### src/source/vc_types.sv
package vc_types;

	// lc3b memory words and cache lines
	typedef logic [15:0]  lc3b_word;
	typedef logic [127:0] lc3b_burst;

	localparam int VC_WAYS        = 4;
	localparam int VC_OFFSET_BITS = 4;
	localparam int VC_TAG_BITS    = $bits(lc3b_word) - VC_OFFSET_BITS;

	typedef logic [VC_TAG_BITS-1:0]     vc_tag;
	typedef logic [$clog2(VC_WAYS)-1:0] vc_way;

	// mux select encodings shared by control and datapath
	localparam logic BUF_FROM_ARRAY = 1'b0;
	localparam logic BUF_FROM_PMEM  = 1'b1;
	localparam logic WAY_HIT        = 1'b0;
	localparam logic WAY_LRU        = 1'b1;
	localparam logic ADDR_WANTED    = 1'b0;
	localparam logic ADDR_WRITEBACK = 1'b1;

	typedef struct packed {
		logic  valid;
		logic  dirty;
		vc_tag tag;
	} vc_meta_t;

	// one L2 miss: wanted line plus the line being evicted
	typedef struct packed {
		lc3b_word  address;
		lc3b_word  victim_address;
		lc3b_burst victim_data;
		logic      victim_valid;
		logic      victim_dirty;
	} vc_req_t;

	typedef struct packed {
		logic load_buffer;
		logic buffer_sel;
		logic load_entry;
		logic way_sel;
		logic addr_sel;
	} vc_ctrl_t;

	typedef struct packed {
		logic hit;
		logic lru_dirty;
	} vc_status_t;

endpackage

### src/source/vc_entry_array.sv
`timescale 1ns/1ps

module vc_entry_array #(
	parameter type payload_t = logic
) (
	input  logic           clk,
	input  logic           rst_n,
	input  logic           load,
	input  vc_types::vc_way way,
	input  payload_t       data_in,
	output payload_t       data_out [vc_types::VC_WAYS]
);
	import vc_types::*;

	// zero on reset, so metadata comes up with valid cleared
	always_ff @(posedge clk) begin
		if (!rst_n) begin
			for (int i = 0; i < VC_WAYS; i++) begin
				data_out[i] <= '0;
			end
		end else if (load) begin
			data_out[way] <= data_in;
		end
	end

endmodule

### src/source/vc_lru.sv
`timescale 1ns/1ps

module vc_lru (
	input  logic            clk,
	input  logic            rst_n,
	input  logic            load,
	input  vc_types::vc_way used_way,
	output vc_types::vc_way lru_way
);
	import vc_types::*;

	// age rank of each way from 0 oldest to VC_WAYS-1 newest
	vc_way rank [VC_WAYS];
	logic [VC_WAYS-1:0] rank_seen;

	always_ff @(posedge clk) begin
		if (!rst_n) begin
			for (int i = 0; i < VC_WAYS; i++) begin
				rank[i] <= vc_way'(i);
			end
		end else if (load) begin
			for (int i = 0; i < VC_WAYS; i++) begin
				if (vc_way'(i) == used_way) begin
					rank[i] <= vc_way'(VC_WAYS - 1);
				end else if (rank[i] > rank[used_way]) begin
					// ways younger than the used one move down a slot
					rank[i] <= rank[i] - vc_way'(1);
				end
			end
		end
	end

	always_comb begin
		lru_way   = '0;
		rank_seen = '0;
		for (int i = 0; i < VC_WAYS; i++) begin
			if (rank[i] == '0) begin
				lru_way = vc_way'(i);
			end
			rank_seen[rank[i]] = 1'b1;
		end
	end

	// every rank held by exactly one way after any sequence of updates
	rank_permutation: assert property (
		@(posedge clk) disable iff (!rst_n) &rank_seen
	) else $error("vc_lru: age ranks are not a permutation");

endmodule

### src/source/vc_tag_match.sv
`timescale 1ns/1ps

module vc_tag_match (
	input  vc_types::vc_tag    tag,
	input  vc_types::vc_meta_t meta [vc_types::VC_WAYS],
	output logic               hit,
	output vc_types::vc_way    hit_way
);
	import vc_types::*;

	logic [VC_WAYS-1:0] match;

	always_comb begin
		hit_way = '0;
		for (int i = 0; i < VC_WAYS; i++) begin
			// empty ways never match
			match[i] = meta[i].valid && (meta[i].tag == tag);
			// a line lives in one way at most, so or-ing indices encodes it
			if (match[i]) begin
				hit_way = hit_way | vc_way'(i);
			end
		end
	end

	assign hit = |match;

endmodule

### src/source/vc_datapath.sv
`timescale 1ns/1ps

module vc_datapath (
	input  logic                clk,
	input  logic                rst_n,
	input  vc_types::vc_req_t   req,
	input  vc_types::vc_ctrl_t  ctrl,
	input  vc_types::lc3b_burst pmem_rdata,
	output vc_types::vc_status_t status,
	output vc_types::lc3b_burst rdata,
	output vc_types::lc3b_word  pmem_address,
	output vc_types::lc3b_burst pmem_wdata
);
	import vc_types::*;

	vc_tag     req_tag;
	vc_tag     victim_tag;
	lc3b_burst lines [VC_WAYS];
	vc_meta_t  meta [VC_WAYS];
	vc_meta_t  meta_in;
	vc_way     hit_way;
	vc_way     lru_way;
	vc_way     sel_way;
	logic      hit;
	lc3b_burst swap_buffer;

	// address split
	assign req_tag    = req.address[$bits(lc3b_word)-1 -: VC_TAG_BITS];
	assign victim_tag = req.victim_address[$bits(lc3b_word)-1 -: VC_TAG_BITS];

	// working way for buffer load, writeback and store
	assign sel_way = (ctrl.way_sel == WAY_LRU) ? lru_way : hit_way;

	// clean victim is stored with dirty cleared, no victim leaves the way empty
	assign meta_in.valid = req.victim_valid;
	assign meta_in.dirty = req.victim_valid & req.victim_dirty;
	assign meta_in.tag   = victim_tag;

	vc_entry_array #(.payload_t(lc3b_burst)) i_line_array (
		.clk(clk),
		.rst_n(rst_n),
		.load(ctrl.load_entry),
		.way(sel_way),
		.data_in(req.victim_data),
		.data_out(lines)
	);

	vc_entry_array #(.payload_t(vc_meta_t)) i_meta_array (
		.clk(clk),
		.rst_n(rst_n),
		.load(ctrl.load_entry),
		.way(sel_way),
		.data_in(meta_in),
		.data_out(meta)
	);

	vc_lru i_lru (
		.clk(clk),
		.rst_n(rst_n),
		.load(ctrl.load_entry),
		.used_way(sel_way),
		.lru_way(lru_way)
	);

	vc_tag_match i_tag_match (
		.tag(req_tag),
		.meta(meta),
		.hit(hit),
		.hit_way(hit_way)
	);

	// swap buffer, holds the line going up to the L2
	always_ff @(posedge clk) begin
		if (ctrl.load_buffer) begin
			if (ctrl.buffer_sel == BUF_FROM_PMEM) begin
				swap_buffer <= pmem_rdata;
			end else begin
				swap_buffer <= lines[sel_way];
			end
		end
	end

	assign rdata = swap_buffer;

	// fetch uses the wanted line, writeback rebuilds the address from the stored tag
	assign pmem_address = (ctrl.addr_sel == ADDR_WRITEBACK) ?
		{meta[sel_way].tag, {VC_OFFSET_BITS{1'b0}}} :
		{req_tag, {VC_OFFSET_BITS{1'b0}}};
	assign pmem_wdata = lines[sel_way];

	assign status.hit       = hit;
	assign status.lru_dirty = meta[lru_way].valid & meta[lru_way].dirty;

endmodule

### src/source/vc_control.sv
`timescale 1ns/1ps

module vc_control (
	input  logic                 clk,
	input  logic                 rst_n,
	input  logic                 l2_read,
	input  logic                 pmem_resp,
	input  vc_types::vc_status_t status,
	output vc_types::vc_ctrl_t   ctrl,
	output logic                 l2_resp,
	output logic                 pmem_read,
	output logic                 pmem_write
);
	import vc_types::*;

	typedef enum logic [2:0] {
		S_IDLE,
		S_SWAP,
		S_WRITEBACK,
		S_FETCH,
		S_STORE
	} state_t;

	state_t state;
	state_t next_state;
	// remembers whether the request hit, the store needs it after status moves on
	logic   is_hit;

	always_ff @(posedge clk) begin
		if (!rst_n) begin
			state   <= S_IDLE;
			is_hit  <= 1'b0;
			l2_resp <= 1'b0;
		end else begin
			state   <= next_state;
			// one cycle pulse right after the store edge
			l2_resp <= (state == S_STORE);
			if (state == S_IDLE) begin
				is_hit <= status.hit;
			end
		end
	end

	always_comb begin
		next_state = state;
		case (state)
			S_IDLE: begin
				// l2_read is still high during the response cycle, ignore it then
				if (l2_read && !l2_resp) begin
					if (status.hit) begin
						next_state = S_SWAP;
					end else if (status.lru_dirty) begin
						next_state = S_WRITEBACK;
					end else begin
						next_state = S_FETCH;
					end
				end
			end
			S_SWAP: begin
				next_state = S_STORE;
			end
			S_WRITEBACK: begin
				if (pmem_resp) begin
					next_state = S_FETCH;
				end
			end
			S_FETCH: begin
				if (pmem_resp) begin
					next_state = S_STORE;
				end
			end
			S_STORE: begin
				next_state = S_IDLE;
			end
			default: begin
				next_state = S_IDLE;
			end
		endcase
	end

	always_comb begin
		ctrl            = '0;
		ctrl.buffer_sel = BUF_FROM_ARRAY;
		ctrl.way_sel    = WAY_HIT;
		ctrl.addr_sel   = ADDR_WANTED;
		pmem_read       = 1'b0;
		pmem_write      = 1'b0;
		case (state)
			S_SWAP: begin
				ctrl.load_buffer = 1'b1;
			end
			S_WRITEBACK: begin
				pmem_write    = 1'b1;
				ctrl.way_sel  = WAY_LRU;
				ctrl.addr_sel = ADDR_WRITEBACK;
			end
			S_FETCH: begin
				pmem_read        = 1'b1;
				ctrl.way_sel     = WAY_LRU;
				ctrl.buffer_sel  = BUF_FROM_PMEM;
				ctrl.load_buffer = pmem_resp;
			end
			S_STORE: begin
				ctrl.load_entry = 1'b1;
				ctrl.way_sel    = is_hit ? WAY_HIT : WAY_LRU;
			end
			default: begin
			end
		endcase
	end

	no_read_and_write: assert property (
		@(posedge clk) disable iff (!rst_n) !(pmem_read && pmem_write)
	) else $error("vc_control: pmem_read and pmem_write high together");

	l2_resp_pulse: assert property (
		@(posedge clk) disable iff (!rst_n) l2_resp |=> !l2_resp
	) else $error("vc_control: l2_resp wider than one cycle");

	// memory request level stays put until memory answers
	pmem_level_held: assert property (
		@(posedge clk) disable iff (!rst_n)
		(pmem_read || pmem_write) && !pmem_resp |=> $stable({pmem_read, pmem_write})
	) else $error("vc_control: memory request dropped before pmem_resp");

	l2_resp_in_request: assert property (
		@(posedge clk) disable iff (!rst_n) l2_resp |-> l2_read
	) else $error("vc_control: l2_resp outside an L2 request");

endmodule

### src/source/victim_cache.sv
`timescale 1ns/1ps

module victim_cache (
	input  logic                clk,
	input  logic                rst_n,

	// L2 side
	input  logic                l2_read,
	input  vc_types::vc_req_t   l2_req,
	output logic                l2_resp,
	output vc_types::lc3b_burst l2_rdata,

	// physical memory side
	input  logic                pmem_resp,
	input  vc_types::lc3b_burst pmem_rdata,
	output logic                pmem_read,
	output logic                pmem_write,
	output vc_types::lc3b_word  pmem_address,
	output vc_types::lc3b_burst pmem_wdata
);
	import vc_types::*;

	vc_ctrl_t   ctrl;
	vc_status_t status;

	vc_control i_control (
		.clk(clk),
		.rst_n(rst_n),
		.l2_read(l2_read),
		.pmem_resp(pmem_resp),
		.status(status),
		.ctrl(ctrl),
		.l2_resp(l2_resp),
		.pmem_read(pmem_read),
		.pmem_write(pmem_write)
	);

	vc_datapath i_datapath (
		.clk(clk),
		.rst_n(rst_n),
		.req(l2_req),
		.ctrl(ctrl),
		.pmem_rdata(pmem_rdata),
		.status(status),
		.rdata(l2_rdata),
		.pmem_address(pmem_address),
		.pmem_wdata(pmem_wdata)
	);

endmodule

### config.mk
export PLATFORM = sky130hd
export DESIGN_NAME = victim_cache
export DESIGN_NICKNAME = d
export VERILOG_FILES = /design/src/source/vc_types.sv /design/src/source/vc_entry_array.sv /design/src/source/vc_lru.sv /design/src/source/vc_tag_match.sv /design/src/source/vc_datapath.sv /design/src/source/vc_control.sv /design/src/source/victim_cache.sv
export SDC_FILE = /design/constraint.sdc
export NUM_CORES = 2
export LEC_CHECK = 0
export BUFFER_PORTS_ARGS = -buffer_cell sky130_fd_sc_hd__buf_2
export CELL_PAD_IN_SITES_DETAIL_PLACEMENT = 1
export CELL_PAD_IN_SITES_GLOBAL_PLACEMENT = 2
export CORE_MARGIN = 2
export CORE_UTILIZATION = 32
export CTS_CLUSTER_SIZE = 40
export DETAILED_ROUTE_END_ITERATION = 10
export PLACE_DENSITY_LB_ADDON = 0.1
export SYNTH_ARGS = -nofsm -noshare
export SYNTH_HDL_FRONTEND = slang
export SYNTH_HIERARCHICAL = 1
export SYNTH_SLANG_ARGS = --single-unit
### constraint.sdc
create_clock -name clk -period 13.8 [get_ports clk]
set_input_delay 4.14 -clock clk [delete_from_list [all_inputs] [get_ports clk]]
set_output_delay 4.14 -clock clk [all_outputs]
set_load 0.01 [all_outputs]
==> flow_summary.html <==
<table>
<tr><th>Metric</th><th>Value</th></tr>
<tr><th colspan="2">Worst setup path</th></tr>
<tr><td>Critical-path cell with the highest stage delay</td><td>sky130_fd_sc_hd__a22oi_1</td></tr>
<tr><td>Path type of the worst setup path</td><td>input port to output pin</td></tr>
<tr><td>Endpoint kind of the worst setup timing path</td><td>output pin</td></tr>
<tr><td>Required time of the critical path</td><td>~9.7 ns</td></tr>
<tr><td>Dominant delay contributor by cell family on the critical path</td><td>simple AND/OR/NAND/NOR gates</td></tr>
<tr><td>Buffer and inverter count on the worst path</td><td>3</td></tr>
<tr><td>Worst path max stage delay</td><td>roughly 0.67 ns</td></tr>
<tr><td>Worst path depth</td><td>10</td></tr>
<tr><td>Peak fanout along the critical path</td><td>roughly 130</td></tr>
<tr><td>Most repeated library cell on the critical path</td><td>sky130_fd_sc_hd__buf_2</td></tr>
<tr><td>Critical path startpoint category</td><td>input port</td></tr>
<tr><td>Endpoint arrival time on the critical path</td><td>just under 8 ns</td></tr>
<tr><td>Path depth of the worst reg2reg path</td><td>9</td></tr>
<tr><td>CP cell instances</td><td>buf_2, xnor2_1, nand4_1, nor4_1, or2_4, buf_12, nand2_1, a22o_1, a22oi_1, buf_2</td></tr>
<tr><th colspan="2">Die</th></tr>
<tr><td>Die Y-Extent</td><td>338 um</td></tr>
<tr><td>Core area</td><td>about 0.11 mm^2</td></tr>
<tr><td>Number of primary I/O pins</td><td>569</td></tr>
<tr><td>Row count</td><td>roughly 120</td></tr>
<tr><td>Die area</td><td>roughly 0.11 mm^2</td></tr>
<tr><td>Die Width</td><td>338 um</td></tr>
<tr><td>Effective utilization at floorplan</td><td>32.3%</td></tr>
<tr><th colspan="2">Synthesis</th></tr>
<tr><td>Fraction of registers with async set/reset</td><td>0%</td></tr>
<tr><td>Largest area contributor in the netlist</td><td>sky130_fd_sc_hd__dfxtp_1</td></tr>
<tr><td>Cell count after synthesis</td><td>3897</td></tr>
<tr><td>Count of yosys warnings during synthesis</td><td>6</td></tr>
<tr><td>Mean cell area of the mapped netlist</td><td>a little over 9 um^2</td></tr>
<tr><td>Proportion of netlist area held by the largest area contributor</td><td>roughly a third</td></tr>
<tr><td>Number of synthesized flops with an enable pin</td><td>136</td></tr>
<tr><td>Cell area after synthesis</td><td>~0.036 mm^2</td></tr>
<tr><td>Largest cells by area after synthesis</td><td>sky130_fd_sc_hd__dfxtp_1, sky130_fd_sc_hd__mux2i_1, sky130_fd_sc_hd__nand2_1</td></tr>
<tr><td>Distinct cells, synth</td><td>53</td></tr>
<tr><td>Seq/Total Area, Yosys</td><td>~44%</td></tr>
<tr><td>Leading register cell type out of synthesis</td><td>sky130_fd_sc_hd__dfxtp_1</td></tr>
<tr><td>Yosys reg bits</td><td>between 700 and 800</td></tr>
<tr><th colspan="2">Final layout</th></tr>
<tr><td>Commonest cells after routing, fill and taps aside</td><td>sky130_fd_sc_hd__nand2_1, sky130_fd_sc_hd__dfxtp_1, sky130_fd_sc_hd__mux2i_1, sky130_fd_sc_hd__buf_2, sky130_fd_sc_hd__nor2b_1</td></tr>
<tr><td>Number of nets in the final layout</td><td>between 4000 and 5000</td></tr>
<tr><td>Final standard cell utilization of the core</td><td>between 30% and 40%</td></tr>
<tr><td>Ratio of cells with drive above 1 in the final layout</td><td>21.9%</td></tr>
<tr><td>Area overhead of the layout relative to synthesis</td><td>17.8%</td></tr>
<tr><td>Most frequent standard cell in the layout excluding fill and tap cells</td><td>sky130_fd_sc_hd__nand2_1</td></tr>
<tr><th colspan="2">Drt</th></tr>
<tr><td>Wire length after detailed routing</td><td>roughly 120 mm</td></tr>
<tr><td>Post-detailed-route DRC marker count</td><td>0</td></tr>
<tr><td>Vias per cell</td><td>approximately 5</td></tr>
<tr><td>Final ANT Viol Nets</td><td>0</td></tr>
<tr><td>Via Count</td><td>around 29000</td></tr>
<tr><td>DRT iter0 DRCs</td><td>between 1000 and 1500</td></tr>
<tr><td>Iteration count of the initial detailed-routing pass</td><td>4</td></tr>
<tr><td>Routed wirelength normalized by instance count</td><td>21.1 um</td></tr>
<tr><th colspan="2">Placement</th></tr>
<tr><td>Detailed Place HPWL</td><td>72.6 mm</td></tr>
<tr><td>Number of buffer cells added on primary ports</td><td>556</td></tr>
<tr><td>Final estimated routing congestion in global placement</td><td>0.725</td></tr>
<tr><td>Place WS</td><td>approximately 1.9 ns</td></tr>
<tr><th colspan="2">STA</th></tr>
<tr><td>Setup TNS after final layout</td><td>0 ns</td></tr>
<tr><td>Number of setup violations in the final report</td><td>0</td></tr>
<tr><td>Hold Violations, Final</td><td>0</td></tr>
<tr><td>Share of the clock period used by the worst path</td><td>between 80 and 90%</td></tr>
<tr><td>Slew of the pin with the lowest slew margin</td><td>approximately 1.0 ns</td></tr>
<tr><td>RSZ-0062 raised after global routing</td><td>false</td></tr>
<tr><td>Tmin final</td><td>between 10 and 15 ns</td></tr>
<tr><td>Layout Skew</td><td>between 0.015 and 0.02 ns</td></tr>
<tr><td>Maximum achievable frequency</td><td>84.5 MHz</td></tr>
<tr><td>Rel. slew slack</td><td>between 30% and 40%</td></tr>
<tr><td>Post-layout worst setup margin</td><td>1.97 ns</td></tr>
<tr><td>Count of pins over their slew limit</td><td>0</td></tr>
<tr><th colspan="2">Pwr</th></tr>
<tr><td>Power spent charging and discharging nets</td><td>about 1.8 mW</td></tr>
<tr><td>Proportion of total power due to net switching</td><td>just under 30%</td></tr>
<tr><td>Share of power burned in the clock network</td><td>approximately two fifths</td></tr>
<tr><td>Cell-internal power</td><td>between 4 and 5 mW</td></tr>
<tr><td>Worst IR Drop VDD</td><td>0.0770 mV</td></tr>
<tr><td>Leakage component of the power</td><td>roughly 19 nW</td></tr>
<tr><td>Sequential power share</td><td>just under 40%</td></tr>
<tr><td>Logic pwr share</td><td>between 20 and 25%</td></tr>
<tr><td>Power Density</td><td>about 140 mW/mm^2</td></tr>
<tr><th colspan="2">Clocking</th></tr>
<tr><td>CTS buffer count</td><td>~90</td></tr>
<tr><td>Clock transition at the registers of the reported paths</td><td>around 0.050 ns</td></tr>
<tr><td>Clock root buffer</td><td>sky130_fd_sc_hd__clkbuf_16</td></tr>
<tr><td>Number of resized instances in the post-cts repair step</td><td>0</td></tr>
<tr><td># H-tree levels</td><td>3</td></tr>
<tr><td>Worst skew pair latency</td><td>~0.66 ns</td></tr>
<tr><td>Worst-case clock buffer depth</td><td>3</td></tr>
<tr><td>Cts-stage hold buffer count</td><td>0</td></tr>
<tr><td>Clock tree sinks</td><td>slightly above 700</td></tr>
<tr><td>TritonCTS clock tree</td><td>built</td></tr>
<tr><td>Post-CTS setup buffer count</td><td>0</td></tr>
<tr><th colspan="2">GRT</th></tr>
<tr><td>Largest net degree at the start of global routing</td><td>143</td></tr>
<tr><td>Global-route wire length before repair</td><td>about 190 mm</td></tr>
<tr><td>GRT Util Overall</td><td>approximately a fifth</td></tr>
<tr><td>Number of antenna violations at the first check in global routing</td><td>14</td></tr>
<tr><td>Via count of the first global-routing pass</td><td>29993</td></tr>
<tr><td>Aggregate global routing overflow</td><td>0</td></tr>
<tr><th colspan="2">Job</th></tr>
<tr><td>Max-capacitance violation count</td><td>0</td></tr>
<tr><th colspan="2">Status</th></tr>
<tr><td>Outcome</td><td>finished clean</td></tr>
<tr><th colspan="2">Worst hold path</th></tr>
<tr><td>HP Class</td><td>flip-flop to flip-flop</td></tr>
<tr><td>Worst hold path cell count</td><td>2</td></tr>
</table>
Yosys cell counts (4+ instances only):
library cell,count
sky130_fd_sc_hd__buf_1,16
sky130_fd_sc_hd__clkbuf_1,110
sky130_fd_sc_hd__a21oi_1,28
sky130_fd_sc_hd__o22ai_1,153
sky130_fd_sc_hd__nand2b_1,7
sky130_fd_sc_hd__xnor2_1,48
sky130_fd_sc_hd__nand4_1,8
sky130_fd_sc_hd__a22oi_2,70
sky130_fd_sc_hd__mux2_2,128
sky130_fd_sc_hd__nor4_1,4
sky130_fd_sc_hd__a22oi_1,60
sky130_fd_sc_hd__edfxtp_1,136
sky130_fd_sc_hd__buf_4,63
sky130_fd_sc_hd__and2_1,4
sky130_fd_sc_hd__nand3_1,7
sky130_fd_sc_hd__dfxtp_1,573
sky130_fd_sc_hd__ha_1,11
sky130_fd_sc_hd__nor2b_1,264
sky130_fd_sc_hd__buf_2,127
sky130_fd_sc_hd__o21ai_0,15
sky130_fd_sc_hd__buf_6,12
sky130_fd_sc_hd__inv_1,25
sky130_fd_sc_hd__nor2_1,41
sky130_fd_sc_hd__a22o_1,128
sky130_fd_sc_hd__nand2_1,1239
sky130_fd_sc_hd__mux2i_1,569
sky130_fd_sc_hd__nand3b_1,4
sky130_fd_sc_hd__a31oi_1,14
registers in the layout, summed over array words and instances (netlist names):
register / flops
i_datapath/i_line_array/data_out: 512
i_datapath/rdata: 128
i_datapath/i_meta_array/data_out: 56
i_datapath/i_lru/rank: 8
i_control/state: 3
i_control/is_hit: 1
i_control/l2_resp: 1
metrics by stage:
step / instances / area (um^2) / total power, mW / hold WS, ns
4_1_cts: 5830 / 42100 / 6.03 / 0.463
2_1_floorplan: 3900 / 35800 / 3.14 / 0.435
3_5_place_dp: 5671 / 39300 / 3.69 / 0.453
5_1_grt: 5830 / 42100 / 6.19 / 0.474
3_3_place_gp: 5671 / 39300 / 3.68 / 0.444
6_report: 5831 / 42100 / 5.92 / 0.459
worst paths after layout:
path / startpoint / endpoint / slack, ns
setup reg to reg: i_control/state[1] / i_datapath/i_line_array/data_out[48] / 8.92
hold reg to reg: i_datapath/i_line_array/data_out[155] / i_datapath/i_line_array/data_out[155] / 0.46
hold / removal: i_datapath/i_line_array/data_out[155] / i_datapath/i_line_array/data_out[155] / 0.46
setup / recovery: l2_req[151] / pmem_wdata[2] / 1.97
worst min-delay path, delay by kind of cell (launching register included):
kind / cells / cell delay, ns
flip-flops: 1 / 0.31
AND/OR/NAND/NOR: 1 / 0.05
multiplexers: 1 / 0.05
power groups by stage:
| stage | Combinational (mW) | Sequential [mW] | Clock, mW |
|---|---|---|---|
| floorplan | 0.729 | 2.41 | 0 |
| global placement | 1.32 | 2.36 | 0 |
| detailed placement | 1.33 | 2.36 | 0 |
| CTS | 1.34 | 2.32 | 2.38 |
| global route | 1.41 | 2.33 | 2.46 |
| finish | 1.31 | 2.31 | 2.30 |
cell families (layout without fill, tap and decap cells):
group	after synthesis	after routing	synth area share, %
and+or+nand+nor	1595	1595	19.0
buffers and inverters	355	797	5.12
AOI/OAI and AO/OA	477	477	10.6
adders and majority gates	11	11	0.385
DFF	709	709	43.5
muxes	700	700	20.1
xor gates and xnor gates	49	49	1.20
other	1	5	0.0105
routing by layer:
metal | part of all wire [%] | track usage [%] | wire, um | up-vias
met5 | 0.080 | 0 | 99 | -
met2 | 47 | 35.1 | 57900 | 500
li1 | - | - | - | 14084
met4 | 1.9 | 4.43 | 2390 | 18
met1 | 47 | 27.7 | 58300 | 14360
met3 | 3.6 | 3.51 | 4440 | 152
final cells by class:
type                       instances  area (um^2)
antenna                            1         2.50
clock buffer                     142         2660
clock inverter                    17          165
fill                           12934        68700
inverter                          26          103
multi-input combinational       2836        18500
sequential                       709        15600
tap                             1488         1860
timing repair buffer             612         3300
No activity file was read; power rests on OpenSTA's default activity.
